===== config.mk =====
export PLATFORM = sky130hd
export DESIGN_NAME = seq_load_flat
export DESIGN_NICKNAME = d
export VERILOG_FILES = /design/src/common/seq_row_if.sv /design/src/seq_load/seq_load.sv /design/src/flat_wrapper.sv
export VERILOG_INCLUDE_DIRS = /design/src /design/src/common
export SDC_FILE = /design/constraint.sdc
export NUM_CORES = 1
export LEC_CHECK = 0
export ABC_CLOCK_PERIOD_IN_PS = 3900
export BUFFER_PORTS_ARGS = -buffer_cell sky130_fd_sc_hd__buf_2
export CORE_MARGIN = 8
export CORE_UTILIZATION = 38
export DETAILED_ROUTE_END_ITERATION = 8
export PLACE_DENSITY = 0.82
export REMOVE_ABC_BUFFERS = 1
export SLEW_MARGIN = 40
export SYNTH_ARGS = -nofsm -noshare
export SYNTH_HDL_FRONTEND = slang
export SYNTH_SLANG_ARGS = --single-unit

===== constraint.sdc =====
create_clock -name clk_i -period 3.9 [get_ports clk_i]
set_input_delay 1.17 -clock clk_i [delete_from_list [all_inputs] [get_ports clk_i]]
set_output_delay 1.17 -clock clk_i [all_outputs]
set_load 0.02 [all_outputs]

===== src/common/vlsu_defines.svh =====
`ifndef VLSU_DEFINES_SVH
`define VLSU_DEFINES_SVH

// --------------------
// Datapath geometry
// --------------------
`define VLSU_NR_LANES     4
`define VLSU_LANE_BYTES   4
// Lanes times lane bytes
`define VLSU_ROW_BYTES    16
`define VLSU_BEAT_BYTES   8

// --------------------
// Queue and register file
// --------------------
`define VLSU_INFO_DEPTH   4
// 64-byte vector register, 16-byte rows
`define VLSU_ROWS_PER_REG 4
`define VLSU_REQ_ID_BITS  3
// 32 registers of 4 rows each
`define VLSU_SET_BITS     7

`endif


===== src/common/seq_row_if.sv =====
`timescale 1ns/1ps
`include "vlsu_defines.svh"

// One sequential row, packer to shuffler
interface seq_row_if;

  logic                          valid;
  logic                          ready;
  logic [`VLSU_ROW_BYTES*8-1:0]  data;
  // One enable per sequential byte
  logic [`VLSU_ROW_BYTES-1:0]    be;

  modport producer (
    output valid,
    output data,
    output be,
    input  ready
  );

  modport consumer (
    input  valid,
    input  data,
    input  be,
    output ready
  );

endinterface


===== src/seq_load/seq_load.sv =====
`timescale 1ns/1ps
`include "vlsu_defines.svh"

module seq_load (
  input  logic                           clk_i,
  input  logic                           rst_ni,
  input  logic                           beat_valid_i,
  output logic                           beat_ready_o,
  input  logic [`VLSU_BEAT_BYTES*8-1:0]  beat_data_i,
  input  logic [`VLSU_BEAT_BYTES-1:0]    beat_be_i,
  seq_row_if.producer                    row
);

  localparam int unsigned BeatBits = `VLSU_BEAT_BYTES * 8;

  // Row buffer
  logic [`VLSU_ROW_BYTES*8-1:0] row_data_q;
  logic [`VLSU_ROW_BYTES-1:0]   row_be_q;
  logic                         row_valid_q;
  // Which half the next beat fills
  logic                         half_q;

  logic beat_fire;
  logic row_fire;

  // Stall beats while a full row waits
  assign beat_ready_o = !row_valid_q;
  assign beat_fire    = beat_valid_i && beat_ready_o;
  assign row_fire     = row.valid && row.ready;

  // --------------------
  // Control
  // --------------------
  always_ff @(posedge clk_i or negedge rst_ni) begin
    if (!rst_ni) begin
      half_q      <= 1'b0;
      row_valid_q <= 1'b0;
    end else begin
      if (beat_fire) begin
        half_q <= !half_q;
        // High half done, row complete
        if (half_q) begin
          row_valid_q <= 1'b1;
        end
      end
      if (row_fire) begin
        row_valid_q <= 1'b0;
      end
    end
  end

  // --------------------
  // Payload
  // --------------------
  always_ff @(posedge clk_i) begin
    if (beat_fire) begin
      if (half_q) begin
        row_data_q[BeatBits +: BeatBits]                 <= beat_data_i;
        row_be_q[`VLSU_BEAT_BYTES +: `VLSU_BEAT_BYTES]   <= beat_be_i;
      end else begin
        row_data_q[0 +: BeatBits]                        <= beat_data_i;
        row_be_q[0 +: `VLSU_BEAT_BYTES]                  <= beat_be_i;
      end
    end
  end

  assign row.valid = row_valid_q;
  assign row.data  = row_data_q;
  assign row.be    = row_be_q;

endmodule


===== src/flat_wrapper.sv =====
// flat-port wrapper written by rule: the top's interface ports become plain ports
module seq_load_flat 
  (clk_i, rst_ni, beat_valid_i, beat_ready_o, beat_data_i, beat_be_i, row_valid, row_data, row_be, row_ready);
  seq_row_if row_i ();
  input  logic clk_i;
  input  logic rst_ni;
  input  logic beat_valid_i;
  output logic beat_ready_o;
  input  logic [`VLSU_BEAT_BYTES*8-1:0] beat_data_i;
  input  logic [`VLSU_BEAT_BYTES-1:0] beat_be_i;
  output wire logic [$bits(row_i.valid)-1:0] row_valid;
  output wire logic [$bits(row_i.data)-1:0] row_data;
  output wire logic [$bits(row_i.be)-1:0] row_be;
  input wire logic [$bits(row_i.ready)-1:0] row_ready;
  assign row_valid = row_i.valid;
  assign row_data = row_i.data;
  assign row_be = row_i.be;
  assign row_i.ready = row_ready;
  seq_load u_core (.clk_i(clk_i), .rst_ni(rst_ni), .beat_valid_i(beat_valid_i), .beat_ready_o(beat_ready_o), .beat_data_i(beat_data_i), .beat_be_i(beat_be_i), .row(row_i));
endmodule

==> metrics.md, run 1 <==
| Metric | Value |
|---|---|
| Final core occ | 0.559 |
| Drt initial violations | between 100 and 150 |
| Layout cells sized above 1 | 0.620 |
| Post-DR vias/cell | around 4.4 |
| Least-Margin Pin Slew | roughly 600 ps |
| Pwr Density | around 730 nW/um^2 |
| Ys Warns | 0 |
| Global-route wire length before repair | between 10000 and 15000 um |
| Area contributors post-synth | edfxtp_1, dfrtp_1, nand2b_4 |
| Tmin final | ~2300 ps |
| Most frequent cells in the layout | buf_2, edfxtp_1, clkbuf_16, bufinv_16, buf_4 |
| Worst Path Required | between 2000 and 3000 ps |
| Synth Instances | ~150 |
| Period utilization | 0.585 |
| # clock sinks | roughly 150 |
| Outcome | finished, final reports clean |
| RSZ-0062 raised after global routing | no |
| Post-route DRC | 0 |
| Fillers | about 900 |
| Max cap viols | 0 |
| Fmax | around 440 MHz |
| Bufs on Longest Clock Path | 2 |
| Post-CTS Setup Bufs | 0 |
| Yosys top cell area share | 0.978 |
| Largest net degree at the start of global routing | 45 |
| Worst Clk Skew | 8.90 ps |
| Hold WC Path Type | primary input to asynchronous set/reset pin |
| Hold Buf Count CTS | 0 |
| Setup violators final | 0 |
| Final setup margin | 1620 ps |
| Most common cell after layout, fill and taps aside | buf_2 |
| CTS Root Cell | clkbuf_16 |
| FF/Latch Area | approximately 4400 um^2 |
| Final hold viol count | 0 |
| Total power | 0.00463 W |
| Crit path DAT | 1110 ps |
| Setup CP Type | register to primary output |
| TritonRoute pass-1 iters | 4 |
| Routed WL | between 10000 and 15000 um |
| Wire per inst | 19.1 um |
| Mapped Area | between 4000 and 5000 um^2 |
| Cell variety after synth | 8 |
| Die width | approximately 120 um |
| Total gr overflow | 0 |
| Port bufs | around 220 |
| Peak VDD IR | between 600 and 700 uV |
| Worst-Skew Late Latency | roughly 400 ps |
| Combinational cell fraction of total power | 0.179 |
| Detailed-route via count | 2430 |
| Inserted Clock Buffers | 17 |
| CTS tree | built |
| Sequential power share | 0.465 |
| Core area | roughly 11000 um^2 |
| Synthesized flop and latch total | roughly 150 |
| Htree depth | 4 |
| Leak | between 2 and 3 nW |
| Chip Height | about 120 um |
| Global Route Usage Sum | 0.133 |
| Pins Over Slew Limit | 0 |
| Die ar. | about 15000 um^2 |
| HPWL after detailed placement | about 7900 um |
| Clk slew on worst S/H paths | 60 ps |
| Multi-input gate area | ~59 um^2 |
| Core Rows | 39 |
| Io pins | roughly 220 |
| # diodes | 0 |
| Final GP Congestion | 0.741 |
| Clock network fraction of total power | 0.356 |
| CP startpoint | u_core.row.valid$_DFFE_PN0P_ |
| Number of global-route vias before repair | roughly 2600 |
| Final antenna-violating net count | 0 |
| Starting Density | 0.389 |
| Initial antenna violation count | 2 |
| Final net count | between 400 and 500 |
| Seq/Total Area, Yosys | 0.989 |
| Critical path fanouts, max | 4 |
| Mapped Avg Cell Area | about 29 um^2 |
| R2R Path Start | u_core.row.valid$_DFFE_PN0P_ |
| Pint | 0.00336 W |
| Pre-CTS setup slack | around 1500 ps |
| Synth area leader | edfxtp_1 |
| P_sw | approximately 0.0013 W |
| Post-CTS sizing | 0 |
| Sw Ratio | 0.275 |
| Worst relative slew slack | 0.604 |
| Endpoint class of the critical path | primary output |
| Startpoint Class | register |
| Layout area overhead | 43.7% |
power groups by stage:
stage | Clock [W] | Sequential [W] | Combinational [W]
6_report | 0.00165 | 0.00215 | 0.000830
5_1_grt | 0.00175 | 0.00218 | 0.000879
4_1_cts | 0.00169 | 0.00216 | 0.000846
3_5_place_dp | 0 | 0.00219 | 0.000846
3_3_place_gp | 0 | 0.00217 | 0.000827
2_1_floorplan | 0 | 0.00254 | 0.000142
final timing paths:
check                      slack [ps]                            end  depth (start not counted)
max                              1620                   beat_ready_o                          2
max reg2reg                      2310  u_core.row.data[24]$_DFFE_PP_                          3
min in group clk_i                580      u_core.half_q$_DFFE_PN0P_                          1
min                               540   u_core.row.valid$_DFFE_PN0P_                          1
min reg2reg                       580      u_core.half_q$_DFFE_PN0P_                          1
max in group asynchronous        3260      u_core.half_q$_DFFE_PN0P_                          1
Yosys cell counts:
master / n
nand2_1: 1
edfxtp_1: 144
xnor2_1: 1
mux2i_1: 1
nand2b_4: 1
nor2_1: 2
inv_1: 1
dfrtp_1: 2
logic make-up (layout without fill, tap and decap cells):
logic type / count (synthesis) / in the layout / share of synthesized area
simple gates: 4 / 4 / 0.00566
buf+inv: 1 / 258 / 0.000848
flops: 146 / 146 / 0.989
xor+xnor: 1 / 1 / 0.00198
mux: 1 / 1 / 0.00226
registers in the layout, indices dropped and copies added, names as in the netlist:
register          count
u_core.row.data     128
u_core.row.be        16
u_core.half_q         1
u_core.row.valid      1
layout make-up:
cell class / count / area share
Sequential cell: 146 / 0.689
Clock buffer: 20 / 0.0687
Tap cell: 143 / 0.0282
Inverter: 1 / 0.000591
Clock inverter: 12 / 0.0258
Timing Repair Buffer: 225 / 0.179
Multi-Input combinational cell: 6 / 0.00926
worst max-delay path, cell delays in order (launching register included):
cell and delay (ps):
dfrtp_1 430, inv_1 110, buf_2 170
routing by layer:
layer	wire (um)	track usage	up-vias
li1	-	-	1107
met1	3630	0.130	1160
met2	5200	0.224	144
met3	1600	0.0807	15
met4	110	0.0519	4
met5	23	0	-
through the flow:
stage | std cells | hold slack, ps | setup TNS [ps] | area, um^2
4_1_cts | 553 | 524 | 0 | 6350
3_3_place_gp | 521 | 541 | 0 | 5750
5_1_grt | 553 | 520 | 0 | 6350
2_1_floorplan | 153 | 466 | -122050 | 4420
3_5_place_dp | 521 | 567 | 0 | 5750
6_report | 553 | 542 | 0 | 6350
Note: power is estimated with default switching activity, not from simulation.
==> run 2, diff against run 1 <==
Settings changed: ABC_AREA set to 1, ABC_CLOCK_PERIOD_IN_PS 3900 to 2400, PLACE_DENSITY 0.82 to 0.79.
Clock period 3.9 ns to 2.4 ns, I/O delays scaled along.
==> metrics.md, run 2 <==
| Metric | Value |
|---|---|
| Synthesized flop and latch total | 146 |
| Layout area overhead | 42.3% |
| Least-Margin Pin Slew | roughly 430 ps |
| Mapped Avg Cell Area | 28.0 um^2 |
| Endpoint class of the critical path | primary output |
| Inserted Clock Buffers | 17 |
| Hold WC Path Type | primary input to asynchronous set/reset pin |
| Pwr Density | ~1200 nW/um^2 |
| Startpoint Class | register |
| Critical path fanouts, max | 4 |
| Chip Height | 124 um |
| Number of global-route vias before repair | around 2700 |
| # clock sinks | 146 |
| Crit path DAT | between 1000 and 1500 ps |
| Post-route DRC | 0 |
| Outcome | finished, final reports clean |
| Final hold viol count | 0 |
| Io pins | roughly 220 |
| Starting Density | 0.389 |
| CTS Root Cell | clkbuf_16 |
| Terminus of the critical flop-to-flop path | u_core.row.data[25]$_DFFE_PP_ |
| Global Route Usage Sum | 0.133 |
| Yosys top cell area share | 0.978 |
| Detailed-route via count | about 2500 |
| Final core occ | 0.553 |
| Bufs on Longest Clock Path | 2 |
| Wire per inst | 19.1 um |
| Hold Buf Count CTS | 0 |
| Seq/Total Area, Yosys | 0.989 |
| Worst relative slew slack | 0.710 |
| Synth area leader | edfxtp_1 |
| Drt initial violations | roughly 130 |
| Max reg flops | ~130 |
| Slowest CP cell | dfrtp_1 |
| Peak VDD IR | between 800 and 900 uV |
| Worst-Skew Late Latency | ~400 ps |
| Area contributors post-synth | edfxtp_1, dfrtp_1, nand2_1 |
| TNS Setup | 0 ps |
| CTS tree | built |
| Number of synthesized flops with an enable pin | between 100 and 150 |
| Top-count cell post-synth | edfxtp_1 |
| CP max stage delay | about 400 ps |
| Clk slew on worst S/H paths | around 60 ps |
| TritonRoute pass-1 iters | 4 |
| Die ar. | around 15000 um^2 |
| RSZ-0062 raised after global routing | no |
| Setup violators final | 0 |
| Fmax | 563 MHz |
| Post-CTS Setup Bufs | 0 |
| Ys flop type | edfxtp_1 |
| Final antenna-violating net count | 0 |
| R2R depth | 4 |
| Mapped Area | around 4400 um^2 |
| Final GP Congestion | between 0.7 and 0.8 |
| Post-CTS sizing | 0 |
| Most common cell after layout, fill and taps aside | buf_2 |
| Post-DR vias/cell | roughly 4.4 |
| Port bufs | about 220 |
| Post-synth top cells | edfxtp_1, nand2_1, inv_1 |
| Period utilization | 0.740 |
| Layout cells sized above 1 | 0.619 |
| Routed WL | 10600 um |
| Worst Path Required | between 1500 and 2000 ps |
| Post-synth ARST share | 0.0137 |
| Largest net degree at the start of global routing | 73 |
| Die width | 124 um |
| Most frequent cells in the layout | buf_2, edfxtp_1, clkbuf_16, nand2_1, clkinvlp_4 |
| Tmin final | between 1500 and 2000 ps |
| Worst Clk Skew | around 6.1 ps |
| R2R setup slack | 940 ps |
| Ys Warns | 0 |
| Final net count | around 480 |
| Initial antenna violation count | 2 |
| Leak | ~2.5 nW |
| R2R Path Start | u_core.row.valid$_DFFE_PN0P_ |
| HPWL after detailed placement | between 7000 and 8000 um |
| Pins Over Slew Limit | 0 |
| Core area | 11400 um^2 |
| Core Rows | 39 |
| Htree depth | 4 |
| Global-route wire length before repair | 14800 um |
| Synth Instances | approximately 160 |
| Crit path cell chain | inv_2 -> buf_2 |
| Cell variety after synth | 6 |
| Total power | 0.00740 W |
| Setup CP Type | register to primary output |
| Total gr overflow | 0 |
| Max cap viols | 0 |
==> run 2: stage by stage <==
stage          instances  instance area (um^2)  worst slack, ps  hold WS (ps)
6_report             556                  6290              625          95.6
5_1_grt              556                  6290              566          70.6
4_1_cts              555                  6290              609          76.6
3_5_place_dp         524                  5750              611           511
3_3_place_gp         524                  5750              683           476
2_1_floorplan        158                  4420             -247           424
==> run 2: worst max-delay path by stage <==
stage                                 startpoint                             to  cells after the start
floorplan                           beat_valid_i    u_core.row.be[10]$_DFFE_PP_                      2
global placement                    beat_valid_i     u_core.row.be[4]$_DFFE_PP_                      4
detailed placement                  beat_valid_i  u_core.row.data[12]$_DFFE_PP_                      4
CTS                 u_core.row.valid$_DFFE_PN0P_                   beat_ready_o                      2
global route        u_core.row.valid$_DFFE_PN0P_                   beat_ready_o                      2
finish              u_core.row.valid$_DFFE_PN0P_                   beat_ready_o                      2
==> run 2: per-layer routing <==
layer	global-route usage	up-vias	routed length (um)
met5	0	-	12
met4	0.0640	2	163
met3	0.0703	17	1360
met2	0.222	139	5390
met1	0.133	1175	3690
li1	-	1120	-
==> run 2: where the power goes <==
group          leakage, nW  internal, W  switching [W]
logic                0.932     0.000379        0.00109
clock network        0.252      0.00141       0.000961
registers             1.36      0.00343       0.000127
total                 2.55      0.00522        0.00218
==> run 2: worst max-delay path, delay by kind of cell (launching register included) <==
kind	cells	cell delay, ps
flops	1	400
buf+inv	2	250
==> run 2: cells by family after synthesis <==
| kind of cell | after synthesis | share of synthesized area |
|---|---|---|
| flip-flops | 146 | 0.989 |
| AND/OR/NAND/NOR | 7 | 0.00651 |
| buffers and inverters | 5 | 0.00424 |
==> run 2: cell type report <==
class / count / area (um^2)
repair buffers: 223 / 1150
fillers: 905 / 5080
diodes: 1 / 2.50
clock inverters: 13 / 113
multi-input cells: 7 / 28.8
flip-flops and latches: 146 / 4370
well taps: 143 / 179
inverters: 5 / 18.8
clock buffers: 18 / 429
==> run 3, diff against run 2 <==
Settings changed: ABC_CLOCK_PERIOD_IN_PS 2400 to 1700.
Clock period 2.4 ns to 1.7 ns, I/O delays scaled along.
==> metrics.md, run 3 (synthesis gave the netlist of run 2 again) <==
| Metric | Value |
|---|---|
| Htree depth | 4 |
| Largest net degree at the start of global routing | 40 |
| Bufs on Longest Clock Path | 2 |
| Die ar. | between 15000 and 20000 um^2 |
| Pins Over Slew Limit | 0 |
| Period utilization | 0.916 |
| Pre-CTS setup slack | 269 ps |
| Slowest CP cell | dfrtp_1 |
| Port bufs | around 220 |
| Hold Buf Count CTS | 1 |
| Tmin final | roughly 1600 ps |
| HPWL after detailed placement | approximately 8000 um |
| Worst Path Required | ~1200 ps |
| CTS tree | built |
| Chip Height | between 100 and 150 um |
| Least-Margin Pin Slew | between 200 and 250 ps |
| Final setup margin | ~140 ps |
| CTS Root Cell | clkbuf_16 |
| Worst relative slew slack | 0.848 |
| CP max stage delay | approximately 400 ps |
| Routed WL | between 10000 and 15000 um |
| Post-CTS sizing | 0 |
| Number of global-route vias before repair | roughly 2800 |
| CP startpoint | u_core.row.valid$_DFFE_PN0P_ |
| Setup CP Type | register to primary output |
| Wire per inst | approximately 19 um |
| Final antenna-violating net count | 0 |
| Starting Density | 0.389 |
| TNS Setup | 0 ps |
| Startpoint Class | register |
| Layout cells sized above 1 | 0.615 |
| Io pins | 222 |
| Pwr Density | 1710 nW/um^2 |
| Hold wc startpoint | beat_data_i[61] |
| Most common cell after layout, fill and taps aside | buf_2 |
| Max cap viols | 0 |
| Final net count | around 480 |
| Fmax | 642 MHz |
| Endpoint class of the critical path | primary output |
| Worst-Skew Late Latency | 400 ps |
| Max reg flops | between 100 and 150 |
| Detailed-route via count | about 2500 |
| # clock sinks | around 150 |
| WHS | just under 300 ps |
| Inserted Clock Buffers | 17 |
| Global-route wire length before repair | 15200 um |
| Initial antenna violation count | 0 |
| Fillers | 882 |
| Hold WC Path Type | primary input to register |
| Peak VDD IR | just over 1000 uV |
| Critical path fanouts, max | 4 |
| Layout area overhead | 45.1% |
| Core area | between 10000 and 15000 um^2 |
| Worst Clk Skew | around 7 ps |
| Core Rows | 39 |
| Post-DR vias/cell | between 4 and 5 |
| Clk slew on worst S/H paths | around 60 ps |
| Die width | roughly 120 um |
| TritonRoute pass-1 iters | 4 |
| Post-route cell area | between 6000 and 7000 um^2 |
| Final GP Congestion | between 0.7 and 0.8 |
| Total gr overflow | 0 |
| RSZ-0062 raised after global routing | no |
| Crit path cell chain | inv_2 -> buf_2 |
| Post-route DRC | 0 |
| R2R Path Start | u_core.row.valid$_DFFE_PN0P_ |
| Drt initial violations | 100 |
| Most frequent cells in the layout | buf_2, edfxtp_1, clkbuf_16, nand2_1 |
| Global Route Usage Sum | 0.133 |
| Placed Area | ~5800 um^2 |
| Setup violators final | 0 |
| Post-CTS Setup Bufs | 0 |
| Outcome | finished, final reports clean |
| Leak | 2.61 nW |
| Final hold viol count | 0 |
| Crit path DAT | roughly 1100 ps |
[run 3: critical path: cells and delay by family (launching register included)]
kind	cells	cell delay (ps)
buffers and inverters	2	240
DFF	1	400
[run 3: worst paths after layout]
path	endpoint	slack, ps	cells after the start
setup / recovery	beat_ready_o	140	2
hold / removal	u_core.row.data[61]$_DFFE_PP_	290	1
hold reg to reg	u_core.row.valid$_DFFE_PN0P_	540	2
max in group asynchronous	u_core.row.valid$_DFFE_PN0P_	1180	2
min in group asynchronous	u_core.half_q$_DFFE_PN0P_	420	2
setup reg to reg	u_core.row.data[54]$_DFFE_PP_	400	4
[run 3: per-stage QoR]
| stage | instances | power [W] | util |
|---|---|---|---|
| after detailed placement | 526 | 0.00728 | 0.509 |
| after global placement | 526 | 0.00720 | 0.509 |
| after floorplan | 158 | 0.00628 | - |
| final | 560 | 0.0110 | 0.564 |
| after CTS | 559 | 0.0111 | 0.564 |
| after global routing | 559 | 0.0114 | 0.564 |
[run 3: layout make-up]
cell class	instances	area (um^2)	share of cell area
inverters	5	18.8	0.00293
flip-flops and latches	146	4370	0.682
well taps	143	179	0.0279
repair buffers	226	1200	0.186
multi-input cells	7	28.8	0.00449
diodes	1	2.50	0.000390
clock buffers	19	433	0.0675
clock inverters	13	183	0.0285
[run 3: power breakdown]
| part | total [W] | internal [W] | switching [W] |
|---|---|---|---|
| sequential | 0.00501 | 0.00483 | 0.000174 |
| clock | 0.00381 | 0.00246 | 0.00136 |
| combinational | 0.00216 | 0.000595 | 0.00156 |
| total | 0.0110 | 0.00789 | 0.00309 |
[run 3: layer usage]
layer	wire length (um)	global-route usage	up-vias
li1	-	-	1130
met3	1390	0.0739	6
met5	0	0	-
met4	72	0.0414	0
met2	5490	0.231	138
met1	3720	0.134	1201
